`config.mk`:
```
export PLATFORM = sky130hd
export DESIGN_NAME = armController
export DESIGN_NICKNAME = d
export VERILOG_FILES = /design/src/verilog/armCtrlPkg.sv /design/src/verilog/armController.sv /design/src/verilog/memWbStage.sv /design/src/verilog/executeStage.sv /design/src/verilog/condUnit.sv /design/src/verilog/instrDecoder.sv
export SDC_FILE = /design/constraint.sdc
export NUM_CORES = 1
export LEC_CHECK = 0
export ABC_AREA = 1
export BUFFER_PORTS_ARGS = -buffer_cell sky130_fd_sc_hd__buf_4
export CAP_MARGIN = 20
export CORE_MARGIN = 4
export CORE_UTILIZATION = 45
export CTS_CLUSTER_SIZE = 28
export DETAILED_ROUTE_END_ITERATION = 10
export GPL_ROUTABILITY_DRIVEN = 0
export PLACE_DENSITY = 0.74
export SLEW_MARGIN = 0
export SYNTH_ARGS = -nofsm -noshare
export SYNTH_HDL_FRONTEND = slang
export SYNTH_SLANG_ARGS = --single-unit
```
`constraint.sdc`:
```
create_clock -name clk -period 1.9 [get_ports clk]
set_input_delay 0.19 -clock clk [delete_from_list [all_inputs] [get_ports clk]]
set_output_delay 0.19 -clock clk [all_outputs]
set_load 0.05 [all_outputs]
```
`src/verilog/armCtrlPkg.sv`:
```
package armCtrlPkg;

  // ==========================================================
  // Encodings
  // ==========================================================

  // Condition field, 4'hF is reserved and left unnamed
  typedef enum logic [3:0] {
    condEq = 4'h0,
    condNe = 4'h1,
    condCs = 4'h2,
    condCc = 4'h3,
    condMi = 4'h4,
    condPl = 4'h5,
    condVs = 4'h6,
    condVc = 4'h7,
    condHi = 4'h8,
    condLs = 4'h9,
    condGe = 4'hA,
    condLt = 4'hB,
    condGt = 4'hC,
    condLe = 4'hD,
    condAl = 4'hE
  } condCodeE;

  // Data-processing opcodes as the ALU sees them
  typedef enum logic [3:0] {
    aluAnd = 4'h0,
    aluEor = 4'h1,
    aluSub = 4'h2,  // Also loads/stores with U clear
    aluRsb = 4'h3,
    aluAdd = 4'h4,  // Loads/stores with U set, branches, multiply
    aluAdc = 4'h5,
    aluSbc = 4'h6,
    aluRsc = 4'h7,
    aluTst = 4'h8,
    aluTeq = 4'h9,
    aluCmp = 4'hA,
    aluCmn = 4'hB,
    aluOrr = 4'hC,
    aluMov = 4'hD,
    aluBic = 4'hE,
    aluMvn = 4'hF
  } aluOpE;

  localparam logic [3:0] pcRegNum = 4'd15;

  // ==========================================================
  // Instruction word, seen two ways
  // ==========================================================

  typedef struct packed {
    condCodeE    cond;
    logic [1:0]  op;
    logic        immFlag;
    aluOpE       opcode;
    logic        setFlags;
    logic [3:0]  rn;
    logic [3:0]  rd;
    logic [11:0] operand2;
  } dpViewT;

  typedef struct packed {
    condCodeE    cond;
    logic [1:0]  op;
    logic        regOffset;
    logic        preIndex;
    logic        up;
    logic        byteAccess;
    logic        writeBack;
    logic        load;
    logic [3:0]  rn;
    logic [3:0]  rd;
    logic [11:0] offset;
  } memViewT;

  typedef union packed {
    dpViewT  dpView;
    memViewT memView;
  } instrWordT;

  // ==========================================================
  // Control bundles per stage
  // ==========================================================

  typedef struct packed {
    logic n;
    logic z;
    logic c;
    logic v;
  } flagsT;

  typedef struct packed {
    logic [1:0] regSrc;
    logic [1:0] immSrc;
    logic       aluSrc;
    logic       memToReg;
    logic       regWrite;
    logic       memWrite;
    logic       branch;
    logic       setFlags;
    logic       pcSrc;
    logic       byteAccess;
    logic       multSelect;
    aluOpE      aluControl;
  } decodeCtrlT;

  typedef struct packed {
    logic       memWrite;
    logic       memToReg;
    logic       regWrite;
    logic       pcSrc;
    logic       byteAccess;
    logic [3:0] byteMask;
  } memCtrlT;

  typedef struct packed {
    logic memToReg;
    logic regWrite;
    logic pcSrc;
  } wbCtrlT;

endpackage
```
`src/verilog/armController.sv`:
```
`timescale 1ns/100ps

module armController (
  input  logic                   clk,
  input  logic                   arstN,
  input  logic                   stallE,
  input  logic                   flushE,
  input  logic                   stallM,
  input  logic                   stallW,
  input  logic                   flushW,
  input  armCtrlPkg::instrWordT  instrD,
  input  armCtrlPkg::flagsT      aluFlagsE,
  input  logic [1:0]             aluAddrLowE,
  output armCtrlPkg::decodeCtrlT decodeCtrlD,
  output armCtrlPkg::aluOpE      aluControlE,
  output logic                   aluSrcE,
  output logic                   multSelectE,
  output logic                   branchTakenE,
  output armCtrlPkg::memCtrlT    memCtrlM,
  output armCtrlPkg::wbCtrlT     wbCtrlW,
  output logic                   pcWrPendingF
);
  import armCtrlPkg::*;

  memCtrlT memCtrlE;
  flagsT   flagsNextE;
  flagsT   flagsNextM;
  flagsT   flagsNextW;
  logic    setFlagsE;
  logic    setFlagsM;

  instrDecoder instrDecoder_inst (
    .instrD      (instrD),
    .decodeCtrlD (decodeCtrlD)
  );

  executeStage executeStage_inst (
    .clk          (clk),
    .arstN        (arstN),
    .stallE       (stallE),
    .flushE       (flushE),
    .instrD       (instrD),
    .decodeCtrlD  (decodeCtrlD),
    .aluFlagsE    (aluFlagsE),
    .aluAddrLowE  (aluAddrLowE),
    .flagsNextM   (flagsNextM),
    .flagsNextW   (flagsNextW),
    .setFlagsM    (setFlagsM),
    .aluControlE  (aluControlE),
    .aluSrcE      (aluSrcE),
    .multSelectE  (multSelectE),
    .branchTakenE (branchTakenE),
    .setFlagsE    (setFlagsE),
    .flagsNextE   (flagsNextE),
    .memCtrlE     (memCtrlE)
  );

  memWbStage memWbStage_inst (
    .clk        (clk),
    .arstN      (arstN),
    .stallM     (stallM),
    .stallW     (stallW),
    .flushW     (flushW),
    .memCtrlE   (memCtrlE),
    .flagsNextE (flagsNextE),
    .setFlagsE  (setFlagsE),
    .memCtrlM   (memCtrlM),
    .wbCtrlW    (wbCtrlW),
    .flagsNextM (flagsNextM),
    .flagsNextW (flagsNextW),
    .setFlagsM  (setFlagsM)
  );

  // Fetch waits while any stage up to M may still redirect the PC
  assign pcWrPendingF = decodeCtrlD.pcSrc | memCtrlE.pcSrc | memCtrlM.pcSrc;

endmodule

```
`src/verilog/memWbStage.sv`:
```
`timescale 1ns/100ps

module memWbStage (
  input  logic                clk,
  input  logic                arstN,
  input  logic                stallM,
  input  logic                stallW,
  input  logic                flushW,
  input  armCtrlPkg::memCtrlT memCtrlE,
  input  armCtrlPkg::flagsT   flagsNextE,
  input  logic                setFlagsE,
  output armCtrlPkg::memCtrlT memCtrlM,
  output armCtrlPkg::wbCtrlT  wbCtrlW,
  output armCtrlPkg::flagsT   flagsNextM,
  output armCtrlPkg::flagsT   flagsNextW,
  output logic                setFlagsM
);

  // ==========================================================
  // E to M register, hold only
  // ==========================================================

  always_ff @(posedge clk or negedge arstN) begin
    if (!arstN) begin
      memCtrlM   <= '0;
      flagsNextM <= '0;
      setFlagsM  <= 1'b0;
    end else if (!stallM) begin
      memCtrlM   <= memCtrlE;
      flagsNextM <= flagsNextE;
      setFlagsM  <= setFlagsE;
    end
  end

  // ==========================================================
  // M to W register
  // ==========================================================

  always_ff @(posedge clk or negedge arstN) begin
    if (!arstN) begin
      wbCtrlW    <= '0;
      flagsNextW <= '0;
    end else if (flushW) begin
      wbCtrlW <= '0;  // Flags stay as they were
    end else if (!stallW) begin
      wbCtrlW <= '{
        memToReg: memCtrlM.memToReg,
        regWrite: memCtrlM.regWrite,
        pcSrc:    memCtrlM.pcSrc
      };
      flagsNextW <= flagsNextM;
    end
  end

  // Load and store are exclusive all the way from decode
  assert property (@(posedge clk) disable iff (!arstN)
    !(memCtrlM.memWrite && memCtrlM.memToReg));

  assert property (@(posedge clk) disable iff (!arstN)
    flushW |=> (wbCtrlW == '0));

endmodule

```
`src/verilog/executeStage.sv`:
```
`timescale 1ns/100ps

module executeStage (
  input  logic                   clk,
  input  logic                   arstN,
  input  logic                   stallE,
  input  logic                   flushE,
  input  armCtrlPkg::instrWordT  instrD,
  input  armCtrlPkg::decodeCtrlT decodeCtrlD,
  input  armCtrlPkg::flagsT      aluFlagsE,
  input  logic [1:0]             aluAddrLowE,
  input  armCtrlPkg::flagsT      flagsNextM,
  input  armCtrlPkg::flagsT      flagsNextW,
  input  logic                   setFlagsM,
  output armCtrlPkg::aluOpE      aluControlE,
  output logic                   aluSrcE,
  output logic                   multSelectE,
  output logic                   branchTakenE,
  output logic                   setFlagsE,
  output armCtrlPkg::flagsT      flagsNextE,
  output armCtrlPkg::memCtrlT    memCtrlE
);
  import armCtrlPkg::*;

  decodeCtrlT decodeCtrlE;
  condCodeE   condE;
  aluOpE      opcodeE;
  flagsT      flagsE;
  logic       condExE;
  logic       compareE;
  logic       memWriteGatedE;
  logic [3:0] byteMaskE;

  // ==========================================================
  // D to E register
  // ==========================================================

  always_ff @(posedge clk or negedge arstN) begin
    if (!arstN) begin
      decodeCtrlE <= '0;
      condE       <= condEq;
      opcodeE     <= aluAnd;
    end else if (flushE) begin  // Bubble wins over a hold
      decodeCtrlE <= '0;
      condE       <= condEq;
      opcodeE     <= aluAnd;
    end else if (!stallE) begin
      decodeCtrlE <= decodeCtrlD;
      condE       <= instrD.dpView.cond;
      opcodeE     <= instrD.dpView.opcode;
    end
  end

  // Newest flags: M if it is about to set them, else W
  assign flagsE = setFlagsM ? flagsNextM : flagsNextW;

  condUnit condUnit_inst (
    .cond      (condE),
    .flags     (flagsE),
    .aluFlags  (aluFlagsE),
    .setFlags  (decodeCtrlE.setFlags),
    .condEx    (condExE),
    .flagsNext (flagsNextE)
  );

  // TST/TEQ/CMP/CMN always carry S, loads and branches never do
  assign compareE = decodeCtrlE.setFlags & (opcodeE inside {aluTst, aluTeq, aluCmp, aluCmn});

  assign memWriteGatedE = decodeCtrlE.memWrite & condExE;

  // Lane 0 is the low byte
  always_comb begin
    if (!memWriteGatedE)
      byteMaskE = 4'h0;
    else if (decodeCtrlE.byteAccess)
      byteMaskE = 4'b0001 << aluAddrLowE;
    else
      byteMaskE = 4'hF;
  end

  assign memCtrlE = '{
    memWrite:   memWriteGatedE,
    memToReg:   decodeCtrlE.memToReg,
    regWrite:   decodeCtrlE.regWrite & condExE & ~compareE,
    pcSrc:      decodeCtrlE.pcSrc & condExE,
    byteAccess: decodeCtrlE.byteAccess,
    byteMask:   byteMaskE
  };

  assign aluControlE  = decodeCtrlE.aluControl;
  assign aluSrcE      = decodeCtrlE.aluSrc;
  assign multSelectE  = decodeCtrlE.multSelect;
  assign branchTakenE = decodeCtrlE.branch & condExE;
  assign setFlagsE    = decodeCtrlE.setFlags & condExE;

  // A taken branch redirects fetch and touches neither memory nor registers
  assert property (@(posedge clk) disable iff (!arstN)
    branchTakenE |-> memCtrlE.pcSrc && !memCtrlE.memWrite && !memCtrlE.regWrite);

endmodule

```
`src/verilog/condUnit.sv`:
```
`timescale 1ns/100ps

module condUnit (
  input  armCtrlPkg::condCodeE cond,
  input  armCtrlPkg::flagsT    flags,
  input  armCtrlPkg::flagsT    aluFlags,
  input  logic                 setFlags,
  output logic                 condEx,
  output armCtrlPkg::flagsT    flagsNext
);
  import armCtrlPkg::*;

  logic signedGe;

  // N == V means signed greater or equal
  assign signedGe = (flags.n == flags.v);

  // ==========================================================
  // Condition check
  // ==========================================================

  always_comb begin
    case (cond)
      condEq:  condEx = flags.z;
      condNe:  condEx = ~flags.z;
      condCs:  condEx = flags.c;
      condCc:  condEx = ~flags.c;
      condMi:  condEx = flags.n;
      condPl:  condEx = ~flags.n;
      condVs:  condEx = flags.v;
      condVc:  condEx = ~flags.v;
      condHi:  condEx = flags.c & ~flags.z;   // Unsigned higher
      condLs:  condEx = ~flags.c | flags.z;
      condGe:  condEx = signedGe;
      condLt:  condEx = ~signedGe;
      condGt:  condEx = ~flags.z & signedGe;
      condLe:  condEx = flags.z | ~signedGe;
      condAl:  condEx = 1'b1;
      default: condEx = 1'b0;                 // Reserved code never executes
    endcase
  end

  // Flags only move for an executed S instruction
  assign flagsNext = (setFlags & condEx) ? aluFlags : flags;

endmodule

```
`src/verilog/instrDecoder.sv`:
```
`timescale 1ns/100ps

module instrDecoder (
  input  armCtrlPkg::instrWordT  instrD,
  output armCtrlPkg::decodeCtrlT decodeCtrlD
);
  import armCtrlPkg::*;

  logic isDataProc;
  logic isMult;
  logic isMem;
  logic isBranch;

  // ==========================================================
  // Instruction class
  // ==========================================================

  // MUL has the 1001 pattern in bits 7:4 and bit 24 clear
  assign isMult = (instrD.dpView.op == 2'b00) & ~instrD.dpView.immFlag &
                  (instrD.dpView.operand2[7:4] == 4'b1001) & ~instrD[24];

  assign isDataProc = (instrD.dpView.op == 2'b00) & ~isMult;
  assign isMem      = (instrD.memView.op == 2'b01);
  assign isBranch   = (instrD.dpView.op == 2'b10);

  // ==========================================================
  // Control fields
  // ==========================================================

  always_comb begin
    decodeCtrlD = '0;  // Class 11 and anything unknown decode as a bubble

    if (isDataProc) begin
      decodeCtrlD.aluSrc     = instrD.dpView.immFlag;  // Rotated immediate
      decodeCtrlD.regWrite   = 1'b1;
      decodeCtrlD.setFlags   = instrD.dpView.setFlags;
      decodeCtrlD.aluControl = instrD.dpView.opcode;
    end else if (isMult) begin
      decodeCtrlD.regWrite   = 1'b1;
      decodeCtrlD.multSelect = 1'b1;
      decodeCtrlD.setFlags   = instrD.dpView.setFlags;
      decodeCtrlD.aluControl = aluAdd;
    end else if (isMem) begin
      // Stores read Rd as the data operand
      decodeCtrlD.regSrc     = {~instrD.memView.load, 1'b0};
      decodeCtrlD.immSrc     = 2'b01;                      // 12-bit offset
      decodeCtrlD.aluSrc     = ~instrD.memView.regOffset;
      decodeCtrlD.memToReg   = instrD.memView.load;
      decodeCtrlD.regWrite   = instrD.memView.load;
      decodeCtrlD.memWrite   = ~instrD.memView.load;
      decodeCtrlD.byteAccess = instrD.memView.byteAccess;
      decodeCtrlD.aluControl = instrD.memView.up ? aluAdd : aluSub;
    end else if (isBranch) begin
      decodeCtrlD.regSrc     = 2'b01;  // PC as first operand
      decodeCtrlD.immSrc     = 2'b10;  // 24-bit word offset
      decodeCtrlD.aluSrc     = 1'b1;
      decodeCtrlD.branch     = 1'b1;
      decodeCtrlD.aluControl = aluAdd;
    end

    // Writing r15 redirects fetch just like a branch
    decodeCtrlD.pcSrc = ((instrD.dpView.rd == pcRegNum) & decodeCtrlD.regWrite) |
                        decodeCtrlD.branch;
  end

endmodule

```
==> impl_results.rst <==
.. list-table::
   :header-rows: 1

   * - Metric
     - Value
   * - Worst-Skew Late Latency
     - 290 ps
   * - Critical path peak fanout
     - 8
   * - Reg-to-reg critical path endpoint
     - memWbStage_inst.flagsNextM[0]$_DFFE_PN0N_
   * - Main synth FF type
     - sky130_fd_sc_hd__dfrtp_1
   * - Final Hold Fails
     - 0
   * - Sequential fraction of design power
     - 43.3%
   * - Final setup violation count
     - 2
   * - Commonest non-fill, non-tap cell in the layout
     - sky130_fd_sc_hd__nand2_1
   * - Filler instances
     - 412
   * - Number of I/O port buffers
     - 69
   * - Syn Nets
     - 340
   * - Pin count of the biggest net entering global routing
     - 41
   * - Initial standard-cell utilization of the core
     - 47.9%
   * - Crit path arrival time
     - 1830 ps
   * - Element type at the critical path end
     - output pin
   * - First-pass iteration count of the detailed router
     - 6
   * - Buffer and inverter count on the worst path
     - 3
   * - Count of routing violations after the opening detailed-route iteration
     - 79
   * - Worst Hold Path EP
     - executeStage_inst.condE[3]$_DFFE_PN0P_
   * - Number of antenna violations at the first check in global routing
     - 0
   * - Number of instances on the worst hold path
     - 3
   * - Number of pins with negative max-slew slack in the final report
     - 0
   * - Commonest cells after routing, fill and taps aside
     - sky130_fd_sc_hd__nand2_1 (83), sky130_fd_sc_hd__buf_4 (70), sky130_fd_sc_hd__inv_1 (41), sky130_fd_sc_hd__dfrtp_1 (39), sky130_fd_sc_hd__nand3_1 (27)
   * - Die span in y
     - 77.0 um
   * - Tightest Pin Transition
     - 507 ps
   * - Worst-case vdd ir drop
     - 0.342 mV
   * - Min-delay worst type
     - input pin to register
   * - #FFs+latches synth
     - 40
   * - Share of the synthesized area in the top cell type
     - 46.7%
   * - Setup repair after global routing missed its margin
     - true
   * - Via count of the first global-routing pass
     - 2,200
   * - Remaining design rule violation count
     - 0
   * - Min setup slack post-route
     - -117 ps
   * - Cell-by-cell listing of the critical path
     - inv_4 -> nand2_2 -> nand2_2 -> inv_2 -> nand2_1 -> nor2_1 -> nand2_1 -> nand2_2 -> nor2_4 -> nand2_4 -> nand2_2 -> nand3_2 -> buf_8
   * - Multi-input gate area
     - 987 um2
   * - Startpoint Class
     - register
   * - Number of nets in the layout
     - 407
   * - DR WL/cell
     - 13.4 um
   * - Largest delay share family, worst path
     - simple AND/OR/NAND/NOR gates
   * - Final worst path period share
     - 106%
   * - Proportion of power drawn by combinational gates
     - 25.1%
   * - Final antenna diode count
     - 0
   * - Netlist cell types
     - 23
   * - Switching component of the power
     - 702 uW
   * - Synthesized netlist cell count
     - 295
   * - Average footprint of a synthesized cell
     - 7.27 um2
   * - Std-Cell Core Area
     - 0.00447 mm2
   * - CTS tree
     - built
   * - Most frequent CP cell
     - sky130_fd_sc_hd__nand2_2
   * - Average vias per placed instance
     - 5.17
   * - Ports placed on the boundary
     - 82
   * - Horizontal die dimension
     - 77.0 um
   * - Count of warnings emitted by yosys
     - 0
   * - CTS clock-pin slew for the worst setup and hold paths
     - 80 ps
   * - Post-DP HPWL
     - 4250 um
   * - Cell types with the largest area share after synthesis
     - sky130_fd_sc_hd__dfrtp_1 (47%), sky130_fd_sc_hd__nand2_1 (16%), sky130_fd_sc_hd__inv_1 (7.7%)
   * - Wire length after detailed routing
     - 5560 um
   * - End-of-flow core utilization
     - 64.8%
   * - Fraction of layout instances using a drive strength above 1
     - 31.7%
   * - Aggregate negative setup slack
     - -206 ps
   * - Clock skew
     - 7.76 ps
   * - Logic depth of the worst register-to-register path
     - 15
   * - HP Start
     - instrD[31]
   * - Number of cells after detailed placement
     - 406
   * - Gr usage total
     - 19.9%
   * - Leakage power figure
     - 1.60 nW
   * - Result of the run
     - finished with violations
   * - Pint
     - 1.48 mW
   * - Pre-CTS setup slack
     - 51.0 ps
   * - Depth of the CTS H-tree
     - 2
   * - Count of flip-flops with a built-in enable after synthesis
     - 0
   * - Number of sinks driven by the clock tree
     - 40
   * - Placement row count
     - 24
   * - Proportion of power drawn by the clock network
     - 31.6%
   * - Pwr Density
     - 753 mW/mm2
   * - Total Power Consumption
     - 2.18 mW
   * - Non-filler instance count after layout
     - 415
   * - Grt ovf
     - 0
   * - Final ANT Viol Nets
     - 0
   * - Area growth syn-to-layout
     - 35.2%
   * - Most area-hungry cell type in the Yosys netlist
     - sky130_fd_sc_hd__dfrtp_1
   * - Buffer levels on the longest clock path
     - 2
   * - Sequential cell area
     - 0.00100 mm2
   * - RR Startpoint
     - memWbStage_inst.setFlagsM$_DFFE_PN0N_
   * - Headroom to the max-slew limit
     - 66.2%
   * - Number of buffers created by CTS
     - 5
   * - Async set-or-reset flop fraction in the synthesized netlist
     - 100%
   * - Root buffer cell
     - sky130_fd_sc_hd__clkbuf_8
   * - Min cycle time layout
     - 2020 ps
   * - Max stage delay cell, worst path
     - sky130_fd_sc_hd__dfrtp_2
   * - Violated checks
     - setup timing
   * - Vias
     - 2,146
   * - Data required time at the worst endpoint
     - 1710 ps
   * - Max-capacitance violation count
     - 0
   * - Switching Fraction
     - 32.1%
   * - Sequential fraction of the synthesis area
     - 46.7%
   * - Largest stage delay on the critical path
     - 480 ps
   * - Kind of critical path
     - register to output pin
   * - Reg-to-reg slack, setup
     - 150 ps
   * - Highest clock frequency the design can meet
     - 0.496 GHz
   * - Wire length of the first global-routing pass
     - 9610 um
   * - Synth Cell Area
     - 0.00214 mm2
   * - Die Area
     - 0.00593 mm2
-- worst max path at each step --
stage                                                     start                                         to  slack (ps)  cells after the start
after floorplan                                      instrD[26]                               pcWrPendingF         -30                      8
after global placement    memWbStage_inst.setFlagsM$_DFFE_PN0N_                               pcWrPendingF          80                     12
after detailed placement  memWbStage_inst.setFlagsM$_DFFE_PN0N_  memWbStage_inst.flagsNextM[0]$_DFFE_PN0N_          50                     14
after CTS                 memWbStage_inst.setFlagsM$_DFFE_PN0N_                               pcWrPendingF        -120                     11
after global routing      memWbStage_inst.setFlagsM$_DFFE_PN0N_                               pcWrPendingF        -250                     12
final                     memWbStage_inst.setFlagsM$_DFFE_PN0N_                               pcWrPendingF        -120                     13
-- per-layer routing --
layer,track usage [%],share of wire [%]
met1,23.4,41
met2,35.3,50
met3,5.97,7.6
met4,4.98,0.90
met5,0,0
-- metrics by stage --
| stage | hold slack, ps | cell area, um2 |
|---|---|---|
| finish | 107 | 2900 |
| global route | 110 | 2900 |
| CTS | 98.4 | 2870 |
| detailed placement | 199 | 2700 |
| global placement | 197 | 2700 |
| floorplan | -106 | 2180 |
-- synthesized netlist by cell type (4+ instances only) --
library cell	number
sky130_fd_sc_hd__nand2_2	5
sky130_fd_sc_hd__dfrtp_1	40
sky130_fd_sc_hd__o22ai_1	4
sky130_fd_sc_hd__clkbuf_1	5
sky130_fd_sc_hd__nand3_1	30
sky130_fd_sc_hd__nor2_1	24
sky130_fd_sc_hd__a21oi_1	5
sky130_fd_sc_hd__buf_4	7
sky130_fd_sc_hd__o21ai_0	20
sky130_fd_sc_hd__nand2_1	92
sky130_fd_sc_hd__o21ai_1	4
sky130_fd_sc_hd__inv_1	44
-- power by group through the flow --
stage | clock network [mW] | logic [mW] | registers, mW
2_1_floorplan | 0 | 0.319 | 0.971
3_3_place_gp | 0 | 0.499 | 0.959
3_5_place_dp | 0 | 0.507 | 0.962
4_1_cts | 0.706 | 0.532 | 0.945
5_1_grt | 0.740 | 0.603 | 0.955
6_report | 0.689 | 0.548 | 0.946
-- tightest hold or removal path, cell delays in order --
cell and delay (ps):
sky130_fd_sc_hd__buf_4 80, sky130_fd_sc_hd__nand2_1 40, sky130_fd_sc_hd__o21ai_0 60
-- state kept, by name (all words and copies together), names as in the netlist --
signal                         flops
executeStage_inst.condE            4
executeStage_inst.opcodeE          2
memWbStage_inst.flagsNextW         4
executeStage_inst.multSelectE      1
executeStage_inst.decodeCtrlE      5
executeStage_inst.aluControlE      4
executeStage_inst.memCtrlE         2
memWbStage_inst.memCtrlM           9
memWbStage_inst.flagsNextM         4
memWbStage_inst.wbCtrlW            3
executeStage_inst.aluSrcE          1
memWbStage_inst.setFlagsM          1
-- logic make-up (layout without fill, tap and decap cells) --
kind of cell / after synthesis / count (layout) / synth area share, %
and+or+nand+nor: 160 / 160 / 32.1
DFF: 40 / 40 / 46.7
AOI/OAI and AO/OA: 37 / 37 / 9.34
buffers and inverters: 58 / 126 / 11.8
-- timing repair --
action / 4_1_cts / 5_1_grt
endpoints found under the setup margin: 2 / 7
setup buffers: 0 / 0
pin swaps: 3 / 2
hold endpoints to repair: 40 / 0
hold buffers: 1 / 0
resized for setup: 15 / 9
-- final cells by class --
| cell class | count | share of cell area [%] |
|---|---|---|
| sequential | 40 | 34.6 |
| multi-input combinational | 197 | 34.1 |
| timing repair buffer | 73 | 19.4 |
| inverter | 45 | 5.91 |
| clock buffer | 5 | 2.37 |
| tap | 52 | 2.24 |
| clock inverter | 3 | 1.47 |
Power figures use the tool's default switching activity.
